## src/rtl/l2_consts.svh

```systemverilog
`ifndef L2_CONSTS_SVH
`define L2_CONSTS_SVH

////////////////////////////////////////////////////////////////////////////
// L2 cache geometry
////////////////////////////////////////////////////////////////////////////

// eight-way set associative
`define L2_WAYS 8

// way index, log2 of L2_WAYS
`define L2_WAY_BITS 3

// instruction refills only go to ways 0..3
`define L2_IWAY_BITS 2

`endif

```

## src/rtl/l2_pkg.sv

```systemverilog
`default_nettype none

`include "l2_consts.svh"

package l2_pkg;

    // main controller states
    typedef enum logic [3:0] {
        idle           = 4'd0,
        lookup         = 4'd1,
        suc_w          = 4'd2,  // uncached write to memory
        suc_w1         = 4'd3,
        check_dirty    = 4'd4,
        check_dirty1   = 4'd5,
        writeback      = 4'd6,
        replace1       = 4'd7,  // refill address phase
        replace2       = 4'd8,  // refill data phase
        replace_write1 = 4'd9,
        replace_write  = 4'd10
    } l2_state_e;

    // request source, as held in the request buffer
    typedef enum logic [1:0] {
        src_none   = 2'd0,
        src_iread  = 2'd1,
        src_dread  = 2'd2,
        src_dwrite = 2'd3
    } req_src_e;

    typedef logic [`L2_WAY_BITS-1:0]  way_idx_t;
    typedef logic [`L2_IWAY_BITS-1:0] iway_idx_t;
    typedef logic [`L2_WAYS-1:0]      way_vec_t;

endpackage

`default_nettype wire

```

## src/rtl/l2_way_tracker.sv

```systemverilog
`timescale 1ns/1ps
`default_nettype none

`include "l2_consts.svh"

module l2_way_tracker (
    input  wire                 clk,
    input  l2_pkg::way_vec_t    hit_i,
    input  wire                 capture_i,
    input  l2_pkg::way_idx_t    victim_d_i,
    input  l2_pkg::iway_idx_t   victim_i_i,
    output l2_pkg::way_idx_t    hit_way_o,
    output logic                hit_any_o,
    output l2_pkg::way_idx_t    victim_d_o,
    output l2_pkg::iway_idx_t   victim_i_o
);

    l2_pkg::way_idx_t  victim_d_q;
    l2_pkg::iway_idx_t victim_i_q;

    ////////////////////////////////////////////////////////////////////////////
    // hit encode
    ////////////////////////////////////////////////////////////////////////////

    // lowest set way wins
    always_comb begin
        hit_way_o = '0;
        for (int i = `L2_WAYS - 1; i >= 0; i--) begin
            if (hit_i[i]) begin
                hit_way_o = l2_pkg::way_idx_t'(i);
            end
        end
    end

    assign hit_any_o = |hit_i;

    ////////////////////////////////////////////////////////////////////////////
    // victim hold
    ////////////////////////////////////////////////////////////////////////////

    always_ff @(posedge clk) begin
        if (capture_i) begin
            victim_d_q <= victim_d_i;
            victim_i_q <= victim_i_i;
        end
    end

    // forward during capture so check_dirty sees the fresh choice
    assign victim_d_o = capture_i ? victim_d_i : victim_d_q;
    assign victim_i_o = capture_i ? victim_i_i : victim_i_q;

endmodule

`default_nettype wire

```

## src/rtl/l2_state_seq.sv

```systemverilog
`timescale 1ns/1ps
`default_nettype none

module l2_state_seq (
    input  wire                 clk,
    input  wire                 rstn,
    input  l2_pkg::req_src_e    req_from_i,
    input  l2_pkg::req_src_e    rbuf_from_i,
    input  wire                 rbuf_suc_i,
    input  wire                 icache_flush_i,
    input  wire                 hit_any_i,
    input  wire                 dirty_i,
    input  wire                 mem_addrok_w_i,
    input  wire                 mem_addrok_r_i,
    input  wire                 mem_dataok_i,
    output l2_pkg::l2_state_e   state_o
);

    l2_pkg::l2_state_e state_q;
    l2_pkg::l2_state_e state_d;
    logic              flush_q;
    logic              i_cancel;

    ////////////////////////////////////////////////////////////////////////////
    // state and flush registers
    ////////////////////////////////////////////////////////////////////////////

    always_ff @(posedge clk) begin
        if (!rstn) begin
            state_q <= l2_pkg::idle;
            flush_q <= 1'b0;
        end else begin
            state_q <= state_d;
            flush_q <= icache_flush_i;  // flush takes effect a cycle late
        end
    end

    assign i_cancel = flush_q && (rbuf_from_i == l2_pkg::src_iread);

    ////////////////////////////////////////////////////////////////////////////
    // next state
    ////////////////////////////////////////////////////////////////////////////

    always_comb begin
        state_d = state_q;
        case (state_q)
            l2_pkg::idle: begin
                if (req_from_i != l2_pkg::src_none) begin
                    state_d = l2_pkg::lookup;
                end
            end
            l2_pkg::lookup: begin
                if (i_cancel) begin
                    state_d = l2_pkg::idle;
                end else if (rbuf_suc_i) begin
                    // uncached: write goes straight out, read refills
                    if (rbuf_from_i == l2_pkg::src_dwrite) begin
                        state_d = l2_pkg::suc_w;
                    end else begin
                        state_d = l2_pkg::replace1;
                    end
                end else if (!hit_any_i) begin
                    state_d = l2_pkg::check_dirty;
                end else begin
                    state_d = l2_pkg::idle;
                end
            end
            l2_pkg::suc_w: begin
                if (mem_addrok_w_i) begin
                    state_d = l2_pkg::suc_w1;
                end
            end
            l2_pkg::suc_w1: begin
                state_d = l2_pkg::idle;
            end
            l2_pkg::check_dirty: begin
                state_d = l2_pkg::check_dirty1;  // dirty table read latency
            end
            l2_pkg::check_dirty1: begin
                state_d = dirty_i ? l2_pkg::writeback : l2_pkg::replace1;
            end
            l2_pkg::writeback: begin
                if (mem_addrok_w_i) begin
                    state_d = l2_pkg::replace1;
                end
            end
            l2_pkg::replace1: begin
                if (mem_addrok_r_i) begin
                    state_d = l2_pkg::replace2;
                end
            end
            l2_pkg::replace2: begin
                if (mem_dataok_i) begin
                    // cached write miss still has the word to merge
                    if (rbuf_from_i == l2_pkg::src_dwrite && !rbuf_suc_i) begin
                        state_d = l2_pkg::replace_write1;
                    end else begin
                        state_d = l2_pkg::idle;
                    end
                end
            end
            l2_pkg::replace_write1: begin
                state_d = l2_pkg::replace_write;
            end
            l2_pkg::replace_write: begin
                state_d = l2_pkg::idle;
            end
            default: begin
                state_d = l2_pkg::idle;
            end
        endcase
    end

    assign state_o = state_q;

endmodule

`default_nettype wire

```

## src/rtl/l2_cmd_decode.sv

```systemverilog
`timescale 1ns/1ps
`default_nettype none

module l2_cmd_decode (
    input  wire                 clk,
    input  wire                 rstn,
    input  l2_pkg::l2_state_e   state_i,
    input  l2_pkg::req_src_e    rbuf_from_i,
    input  wire                 rbuf_suc_i,
    input  wire                 dcache_req_i,
    input  wire                 dcache_wr_i,
    input  wire                 dsuc_i,
    input  wire                 icache_req_i,
    input  wire                 icache_flush_i,
    input  l2_pkg::way_vec_t    hit_i,
    input  l2_pkg::way_idx_t    hit_way_i,
    input  wire                 hit_any_i,
    input  wire                 dirty_i,
    input  l2_pkg::way_idx_t    victim_d_i,
    input  l2_pkg::iway_idx_t   victim_i_i,
    input  wire                 mem_addrok_w_i,
    input  wire                 mem_dataok_i,
    output logic                capture_o,
    output logic                rbuf_we_o,
    output logic                icache_addrok_o,
    output logic                icache_dataok_o,
    output logic                dcache_addrok_o,
    output logic                dcache_dataok_o,
    output logic                mem_req_w_o,
    output logic                mem_req_r_o,
    output logic                mem_rdy_o,
    output l2_pkg::way_vec_t    use_o,
    output l2_pkg::way_vec_t    data_we_o,
    output logic                data_replace_o,
    output logic                data_writeback_o,
    output l2_pkg::way_idx_t    tagv_way_o,
    output l2_pkg::way_idx_t    dirty_way_o,
    output logic                dirty_set1_o,
    output logic                dirty_set0_o,
    output l2_pkg::way_idx_t    choose_way_o,
    output logic                choose_return_o
);

    logic             flush_q;
    logic             is_ireq;
    logic             lookup_ok;
    l2_pkg::way_idx_t vict_way;
    l2_pkg::way_vec_t vict_vec;
    l2_pkg::way_vec_t hit_low;

    always_ff @(posedge clk) begin
        if (!rstn) begin
            flush_q <= 1'b0;
        end else begin
            flush_q <= icache_flush_i;
        end
    end

    assign is_ireq   = (rbuf_from_i == l2_pkg::src_iread);
    assign lookup_ok = !(is_ireq && flush_q) && !rbuf_suc_i && hit_any_i;

    // icache victims are zero extended into the low ways
    assign vict_way = is_ireq ? l2_pkg::way_idx_t'(victim_i_i) : victim_d_i;
    assign vict_vec = l2_pkg::way_vec_t'(1) << vict_way;
    assign hit_low  = hit_i & (~hit_i + 1'b1);  // isolate lowest hit

    ////////////////////////////////////////////////////////////////////////////
    // strobe decode
    ////////////////////////////////////////////////////////////////////////////

    always_comb begin
        capture_o        = 1'b0;
        rbuf_we_o        = 1'b0;
        icache_addrok_o  = 1'b0;
        icache_dataok_o  = 1'b0;
        dcache_addrok_o  = 1'b0;
        dcache_dataok_o  = 1'b0;
        mem_req_w_o      = 1'b0;
        mem_req_r_o      = 1'b0;
        mem_rdy_o        = 1'b0;
        use_o            = '0;
        data_we_o        = '0;
        data_replace_o   = 1'b0;
        data_writeback_o = 1'b0;
        tagv_way_o       = '0;
        dirty_way_o      = '0;
        dirty_set1_o     = 1'b0;
        dirty_set0_o     = 1'b0;
        choose_way_o     = '0;
        choose_return_o  = 1'b0;
        case (state_i)
            l2_pkg::idle: begin
                rbuf_we_o = 1'b1;
                if (dcache_req_i) begin
                    // uncached write gets its addrok after memory accepts
                    dcache_addrok_o = !(dcache_wr_i && dsuc_i);
                end else if (icache_req_i) begin
                    icache_addrok_o = 1'b1;
                end
            end
            l2_pkg::lookup: begin
                if (lookup_ok) begin
                    use_o = hit_low;
                    if (rbuf_from_i == l2_pkg::src_dwrite) begin
                        data_we_o    = hit_low;
                        dirty_way_o  = hit_way_i;
                        dirty_set1_o = 1'b1;
                    end else begin
                        choose_way_o    = hit_way_i;
                        icache_dataok_o = is_ireq;
                        dcache_dataok_o = !is_ireq;
                    end
                end
            end
            l2_pkg::suc_w: mem_req_w_o = 1'b1;
            l2_pkg::suc_w1: dcache_addrok_o = 1'b1;
            l2_pkg::check_dirty: begin
                capture_o   = 1'b1;
                dirty_way_o = vict_way;
            end
            l2_pkg::check_dirty1: data_writeback_o = dirty_i;
            l2_pkg::writeback: begin
                mem_req_w_o      = 1'b1;
                data_writeback_o = !mem_addrok_w_i;  // keep tag read until accepted
                choose_way_o     = vict_way;
                tagv_way_o       = vict_way;
            end
            l2_pkg::replace1: mem_req_r_o = 1'b1;
            l2_pkg::replace2: begin
                mem_rdy_o = 1'b1;
                if (mem_dataok_i) begin
                    choose_return_o = 1'b1;
                    icache_dataok_o = is_ireq;
                    dcache_dataok_o = (rbuf_from_i == l2_pkg::src_dread);
                    if (!rbuf_suc_i) begin
                        data_replace_o = 1'b1;
                        data_we_o      = vict_vec;
                        dirty_way_o    = vict_way;
                        if (rbuf_from_i == l2_pkg::src_dwrite) begin
                            dirty_set1_o = 1'b1;  // use waits for the word write
                        end else begin
                            use_o        = vict_vec;
                            dirty_set0_o = 1'b1;
                        end
                    end
                end
            end
            l2_pkg::replace_write: begin
                data_we_o = vict_vec;
                use_o     = vict_vec;
            end
            default: ;
        endcase
    end

endmodule

`default_nettype wire

```

## src/rtl/l2_ctrl_top.sv

```systemverilog
`timescale 1ns/1ps
`default_nettype none

module l2_ctrl_top (
    input  wire                 clk,
    input  wire                 rstn,
    input  l2_pkg::req_src_e    req_from_i,
    input  l2_pkg::req_src_e    rbuf_from_i,
    input  wire                 rbuf_suc_i,
    input  wire                 dcache_req_i,
    input  wire                 dcache_wr_i,
    input  wire                 dsuc_i,
    input  wire                 icache_req_i,
    input  wire                 icache_flush_i,
    input  l2_pkg::way_vec_t    hit_i,
    input  wire                 dirty_i,
    input  l2_pkg::way_idx_t    victim_d_i,
    input  l2_pkg::iway_idx_t   victim_i_i,
    input  wire                 mem_addrok_w_i,
    input  wire                 mem_addrok_r_i,
    input  wire                 mem_dataok_i,
    output wire                 rbuf_we_o,
    output wire                 icache_addrok_o,
    output wire                 icache_dataok_o,
    output wire                 dcache_addrok_o,
    output wire                 dcache_dataok_o,
    output wire                 mem_req_w_o,
    output wire                 mem_req_r_o,
    output wire                 mem_rdy_o,
    output l2_pkg::way_vec_t    use_o,
    output l2_pkg::way_vec_t    data_we_o,
    output wire                 data_replace_o,
    output wire                 data_writeback_o,
    output l2_pkg::way_idx_t    tagv_way_o,
    output l2_pkg::way_idx_t    dirty_way_o,
    output wire                 dirty_set1_o,
    output wire                 dirty_set0_o,
    output l2_pkg::way_idx_t    choose_way_o,
    output wire                 choose_return_o
);

    l2_pkg::l2_state_e state;
    wire               capture;
    l2_pkg::way_idx_t  hit_way;
    wire               hit_any;
    l2_pkg::way_idx_t  victim_d;
    l2_pkg::iway_idx_t victim_i;

    l2_state_seq u_seq (
        .clk            (clk),
        .rstn           (rstn),
        .req_from_i     (req_from_i),
        .rbuf_from_i    (rbuf_from_i),
        .rbuf_suc_i     (rbuf_suc_i),
        .icache_flush_i (icache_flush_i),
        .hit_any_i      (hit_any),
        .dirty_i        (dirty_i),
        .mem_addrok_w_i (mem_addrok_w_i),
        .mem_addrok_r_i (mem_addrok_r_i),
        .mem_dataok_i   (mem_dataok_i),
        .state_o        (state)
    );

    l2_way_tracker u_ways (
        .clk        (clk),
        .hit_i      (hit_i),
        .capture_i  (capture),
        .victim_d_i (victim_d_i),
        .victim_i_i (victim_i_i),
        .hit_way_o  (hit_way),
        .hit_any_o  (hit_any),
        .victim_d_o (victim_d),
        .victim_i_o (victim_i)
    );

    l2_cmd_decode u_dec (
        .clk (clk), .rstn (rstn), .state_i (state),
        .rbuf_from_i (rbuf_from_i), .rbuf_suc_i (rbuf_suc_i),
        .dcache_req_i (dcache_req_i), .dcache_wr_i (dcache_wr_i), .dsuc_i (dsuc_i),
        .icache_req_i (icache_req_i), .icache_flush_i (icache_flush_i),
        .hit_i (hit_i), .hit_way_i (hit_way), .hit_any_i (hit_any), .dirty_i (dirty_i),
        .victim_d_i (victim_d), .victim_i_i (victim_i),
        .mem_addrok_w_i (mem_addrok_w_i), .mem_dataok_i (mem_dataok_i),
        .capture_o (capture), .rbuf_we_o (rbuf_we_o),
        .icache_addrok_o (icache_addrok_o), .icache_dataok_o (icache_dataok_o),
        .dcache_addrok_o (dcache_addrok_o), .dcache_dataok_o (dcache_dataok_o),
        .mem_req_w_o (mem_req_w_o), .mem_req_r_o (mem_req_r_o), .mem_rdy_o (mem_rdy_o),
        .use_o (use_o), .data_we_o (data_we_o),
        .data_replace_o (data_replace_o), .data_writeback_o (data_writeback_o),
        .tagv_way_o (tagv_way_o), .dirty_way_o (dirty_way_o),
        .dirty_set1_o (dirty_set1_o), .dirty_set0_o (dirty_set0_o),
        .choose_way_o (choose_way_o), .choose_return_o (choose_return_o)
    );

endmodule

`default_nettype wire

```

## config.mk

```make
export PLATFORM = sky130hd
export DESIGN_NAME = l2_ctrl_top
export DESIGN_NICKNAME = d
export VERILOG_FILES = /design/src/rtl/l2_pkg.sv /design/src/rtl/l2_way_tracker.sv /design/src/rtl/l2_state_seq.sv /design/src/rtl/l2_cmd_decode.sv /design/src/rtl/l2_ctrl_top.sv
export VERILOG_INCLUDE_DIRS = /design/src /design/src/rtl
export SDC_FILE = /design/constraint.sdc
export NUM_CORES = 1
export LEC_CHECK = 0
export BUFFER_PORTS_ARGS = -buffer_cell sky130_fd_sc_hd__buf_2
export CAP_MARGIN = 20
export CORE_MARGIN = 2
export CORE_UTILIZATION = 40
export CTS_CLUSTER_DIAMETER = 120
export DETAILED_ROUTE_END_ITERATION = 8
export PLACE_DENSITY = 0.67
export SYNTH_ARGS = -nofsm -noshare
export SYNTH_HDL_FRONTEND = slang
export SYNTH_HIERARCHICAL = 1
export SYNTH_SLANG_ARGS = --single-unit
export TNS_END_PERCENT = 5
```

## constraint.sdc

```tcl
create_clock -name clk -period 4.6 [get_ports clk]
set_input_delay 0.69 -clock clk [delete_from_list [all_inputs] [get_ports clk]]
set_output_delay 0.69 -clock clk [all_outputs]
set_load 0.02 [all_outputs]
```

Yosys cells after proc, flatten, opt, wreduce, memory -nomap -nowiden. Cells that the tools add are included.

Bits in registers: 10. Bits in latches: 0. RAM bits: 0. Bits in read-only memories: 0. Input bits: 29. Output and inout port bits: 38. Word-level logic and storage cells: 116. Memories kept: 0.

Add/subtract/negate cells: 1. Multiply operators: 0. Divide/modulo/power cells: 0. $lt $le $gt $ge: 0. Eq/ne operators: 18. Shifts and indexed selects: 1. Muxes and demuxes: 75. Bitwise gates (word level): 2. Reduce and logical (&&, ||, !) cells: 15.

Operators with widths (number): 8-bit 2-to-1 mux (8); 3-bit 2-to-1 mux (19); 8-bit case mux with 3 select lines (2); 4-bit case mux with 9 select lines (1); 4-bit 2-to-1 mux (8); 1-bit 2-to-1 mux (29); 4-bit by 3-bit == test with 1-bit output (second input constant) (4); 4-bit == test (second input constant) (3); 2-bit inequality test (second input constant) (5); 1-bit case mux with 2 select lines (5); 3-bit case mux with 3 select lines (1); 8-bit by 1-bit adder with 8-bit output (second input constant) (1); 8-bit AND (1); 4-bit by 2-bit == test with 1-bit output (second input constant) (2); 8-bit inverter (1); 8-bit OR reduction (1); 1-bit by 3-bit << shifter with 8-bit output (first input constant) (1); 3-bit case mux with 2 select lines (1); 1-bit logical AND (5); 1-bit logical NOT (5); 5-bit AND reduction (1); 2-bit == test (second input constant) (2); 4-bit by 1-bit == test with 1-bit output (second input constant) (1); 4-bit logical NOT (1); other kinds (4) (4).

Depth between registers and ports, before layout.
Depth after elaboration: 11. Depth in mapped cells: 7. Depth with buffers taken out: 6.

Cells and area by module. Netlist, hierarchy kept.

Modules (own cells, without submodules): l2_cmd_decode (times used 1, cells an instance 111, area an instance 777.0 sq um, seq. area each 20.0 sq um); l2_state_seq (times used 1, cells an instance 50, area an instance 421.7 sq um, seq. area each 100.1 sq um); l2_way_tracker (times used 1, cells an instance 23, area an instance 237.7 sq um, seq. area each 100.1 sq um).

Worst setup path before layout. Ideal clock, no wire load.

Path type: register to output. From: register u_seq.state_q[2] (netlist: u_seq/state_o[2]). To: output data_we_o[4]. Arrival time: 2.629 ns. Data required time: 3.910 ns. Setup slack: 1.281 ns. Stages on the path, launching flop included: 5. Buffers on the path: 1. Cells stage by stage: dfxtp_1 nor4b_1 mux2_2 buf_1 o32ai_1.

Cells in the longest elaborated chain, start to end: 8. Elaborated cells on any way between the ends: 12. Classes of those cells: eq/ne (4); shift (1); mux (7).

RTL lines: start: declaration (line l2_state_seq.sv:19) `l2_pkg::l2_state_e state_q;`; start signal: assignment (line l2_state_seq.sv:30) `state_q <= l2_pkg::idle;`; start signal: assignment (line l2_state_seq.sv:33) `state_q <= state_d;`; 4-bit by 3-bit == test with 1-bit output * (line l2_cmd_decode.sv:91) `case (state_i)`; 1-bit 2-to-1 mux * (line l2_cmd_decode.sv:91); named net capture (line l2_ctrl_top.sv:43) `wire capture;`; 3-bit 2-to-1 mux * (line l2_way_tracker.sv:49) `assign victim_d_o = capture_i ? victim_d_i : victim_d_q;`; named net victim_d[1] (line l2_ctrl_top.sv:46) `l2_pkg::way_idx_t victim_d;`; 3-bit 2-to-1 mux * (line l2_cmd_decode.sv:63) `assign vict_way = is_ireq ? l2_pkg::way_idx_t'(victim_i_i) : victim_d_i;`; 1-bit by 3-bit << shifter with 8-bit output * (line l2_cmd_decode.sv:64) `assign vict_vec = l2_pkg::way_vec_t'(1) << vict_way;`; 8-bit 2-to-1 mux (line l2_cmd_decode.sv:135) `if (!rbuf_suc_i) begin`; 8-bit 2-to-1 mux (line l2_cmd_decode.sv:131) `if (mem_dataok_i) begin`; 8-bit case mux with 3 select lines * (line l2_cmd_decode.sv:91); end: declaration (line l2_ctrl_top.sv:31) `output l2_pkg::way_vec_t data_we_o,`.

The timed path passes the listed nets; every way through them passes the cells marked *.

Worst setup path after layout.
From: register u_seq.state_q[0] (netlist: u_seq/state_o[0]). To: output data_we_o[1].

Cells in the longest elaborated chain, start to end: 8. Elaborated cells on any way between the ends: 12. Classes of those cells: eq/ne (4); shift (1); mux (7).

RTL lines: 4-bit by 3-bit == test with 1-bit output * (line l2_cmd_decode.sv:91); 1-bit 2-to-1 mux * (line l2_cmd_decode.sv:91); named net capture (line l2_ctrl_top.sv:43); 2-bit 2-to-1 mux * (line l2_way_tracker.sv:50) `assign victim_i_o = capture_i ? victim_i_i : victim_i_q;`; named net victim_i[1] (line l2_ctrl_top.sv:47) `l2_pkg::iway_idx_t victim_i;`; 3-bit 2-to-1 mux * (line l2_cmd_decode.sv:63); 1-bit by 3-bit << shifter with 8-bit output * (line l2_cmd_decode.sv:64); 8-bit 2-to-1 mux (line l2_cmd_decode.sv:135); 8-bit 2-to-1 mux (line l2_cmd_decode.sv:131); 8-bit case mux with 3 select lines * (line l2_cmd_decode.sv:91).

Marked as above.

==> impl_metrics.csv <==
group,metric,value,unit
placed_design,place_inst,285,
synthesis,syn_nets,213,
worst_setup_path,crit_path_end_kind,"output pin",
synthesis,synth.avg_cell_area,7.806,um^2
worst_setup_path,critPathTopFamily,"simple AND/OR/NAND/NOR gates",
sta,period_share,71.95,%
synthesis,ys_ff_latch,11,
sta,timing.final.ws_setup,1.290,ns
sta,setup_violations,0,
layout,synthToLayoutAreaGrowth,24.30,%
placed_design,hpwl,3103,um
synthesis,yosysWarnings,6,
synthesis,synth.distinct_cells,60,
layout,drive_gt1_share,36.21,%
synthesis,synth_edf_count,0,
status,status,"finished, final reports clean",
clock_network,tritoncts,"done",
drt,drt_iter0_drc,91,
worst_setup_path,reg2reg_depth,4,
layout,antenna_cells,0,
synthesis,synthFlopType,"dfxtp_1",
layout,utilization,52.68,%
drt,postRouteWirelength,4071,um
global_routing,grt_pass1_vias,1347,
sta,max_clock_freq,0.3021,GHz
worst_hold_path,hp-class,"reg2reg",
layout,nFillCells,345,
sta,post-route-min-period,3.310,ns
worst_hold_path,min_path_cells,1,
global_routing,grt_pass1_wl,6285,um
power_and_ir_drop,power,0.5245,mW
worst_setup_path,worst_ep_arrival_time,2.62,ns
global_routing,grt_overflow_total,0,
worst_setup_path,path_depth,7,
layout,final_common_cell,"buf_2",
global_routing,grt_max_degree,27,
clock_network,cts_root_buf,"clkbuf_4",
drt,top_layer,"met4",
placed_design,io_buffers,66,
clock_network,cts_resized,0,
sta,maxSlewHeadroom,37.60,%
power_and_ir_drop,cellLeakagePower,0.7800,nW
drt,wl_per_cell,14.09,um
sta,tightest_slew,0.9347,ns
placed_design,routabilityCongestion,0.8219,
worst_setup_path,critical_path.slowest_cell,"dfxtp_1",
clock_network,cts.sinks,11,
drt,drtPass1Iterations,5,
clock_network,htreeDepth,1,
layout,nNetsFinal,273,
global_routing,antenna_found_initial,0,
layout,final_cell_mix,"buf_2 (66), o22ai_1 (16), nor2_1 (15), nand2_1 (15)",
drt,drc_errors,0,
worst_setup_path,cp_num_buf_inv,2,
worst_setup_path,critical_path_class,"reg2out",
synthesis,seq_area_frac_synth,15.33,%
floorplan,rows,21,
clock_network,clk_pin_slew_worst_paths,0.07,ns
placed_design,pre_cts_slack,1.563,ns
floorplan,die_w,63.93,um
drt,num_vias,1688,
floorplan,num_io_pins,67,
floorplan,dieArea,4086,um^2
drt,drt-met1-wl,1956,um
placed_design,placed_cell_area,1759,um^2
sta,fin_hold_ws,0.5397,ns
global_routing,groute.usage.overall,18.85,%
drt,wl_met3,309,um
floorplan,coreArea,3390,um^2
drt,viasPerCell,5.841,
synthesis,syn_area,1436,um^2
clock_network,clk-insertion-delay-late,0.26,ns
sta,finalClockSkew,0.005813,ns
clock_network,cts-buffers-inserted,3,
power_and_ir_drop,p_per_area,293.8,nW/um^2
layout,final_design_area_no_fill,1785,um^2
floorplan,dieHeight,63.93,um
clock_network,cts_hold_buf,0,
layout,fin_cells,289,
synthesis,synthCells,184,
worst_setup_path,path_cells,"nor4b_1 -> buf_4 -> mux2_2 -> nor4bb_1 -> a31oi_1 -> o22ai_1 -> buf_2",
worst_setup_path,cp.required,3.91,ns
sta,grt_setup_unrepaired,"false",
sta,slew_viol_final,0,
worst_setup_path,path_max_fanout,26,
clock_network,post_cts_buffers,0,
worst_setup_path,startpoint_type,"flip-flop",
power_and_ir_drop,vdd_drop_max,0.1664,mV
drt,drtAntennaViolNets,0,
sta,tns,0,ns
sta,finalHoldViolCount,0,
drt,wl_met2,1787,um
floorplan,start_util,42.38,%
synthesis,async_reset_ff_share,0,%
clock_network,clockBufferDepth,2,
worst_setup_path,cp_slowest_stage_delay,0.61,ns
layout,multi_input_area,1102,um^2
layout,seqCellArea,220.2,um^2
flow_run,maxCapViolCount,0,
[registers in the layout, indices dropped and copies added (netlist names)]
name	flops
u_ways/victim_i_q	2
u_dec/flush_q	1
u_seq/state_o	4
u_seq/flush_q	1
u_ways/victim_d_q	3
[routing by layer]
layer / global-route usage (%) / vias to the layer above
met2: 27.99 / 69
met5: 0 / -
met3: 2.465 / 2
met4: 4.891 / 0
met1: 28.28 / 775
li1: - / 842
[path summary, 6_finish.rpt]
kind	from	endpoint	slack, ns
worst min-delay path	u_ways/victim_i_q[0]	u_ways/victim_i_q[0]	0.54
worst min register to register	u_ways/victim_i_q[0]	u_ways/victim_i_q[0]	0.54
worst max-delay path	u_seq/state_o[0]	data_we_o[1]	1.29
worst max register to register	u_seq/state_o[0]	u_seq/state_o[3]	2.63
[power by group]
group / total [mW] / switching (mW) / internal (mW)
clock: 0.0626 / 0.0292 / 0.0335
combinational: 0.295 / 0.176 / 0.120
sequential: 0.166 / 0.0420 / 0.124
total: 0.525 / 0.247 / 0.277
[synth_stat cells, types with 4 or more instances]
library cell	count	area, um^2
a211oi_1	5	37.54
a21oi_1	7	35.03
a31oi_1	6	37.54
buf_2	6	30.03
dfxtp_1	11	220.2
inv_1	11	41.29
mux2_2	5	56.30
nand2_1	15	56.30
nand3_1	6	30.03
nand3b_1	5	37.54
nor2_1	15	56.30
nor2b_1	4	25.02
o22ai_1	16	100.1
[cell type report]
| cell class | instances | area share [%] |
|---|---|---|
| tap | 46 | 3.224 |
| timing repair buffer | 67 | 18.92 |
| clock buffer | 4 | 1.472 |
| inverter | 11 | 2.313 |
| sequential | 11 | 12.33 |
| multi-input combinational | 150 | 61.74 |
[cell families (layout without fill, tap and decap cells)]
| logic type | after synthesis | count (layout) | synth area share, % |
|---|---|---|---|
| AOI/OAI and AO/OA | 59 | 59 | 33.10 |
| xor gates and xnor gates | 1 | 1 | 0.6099 |
| buffers and inverters | 23 | 82 | 7.926 |
| DFF | 11 | 11 | 15.33 |
| muxes | 7 | 7 | 5.313 |
| and+or+nand+nor | 83 | 83 | 37.72 |
(Power assumes the default switching activity.)
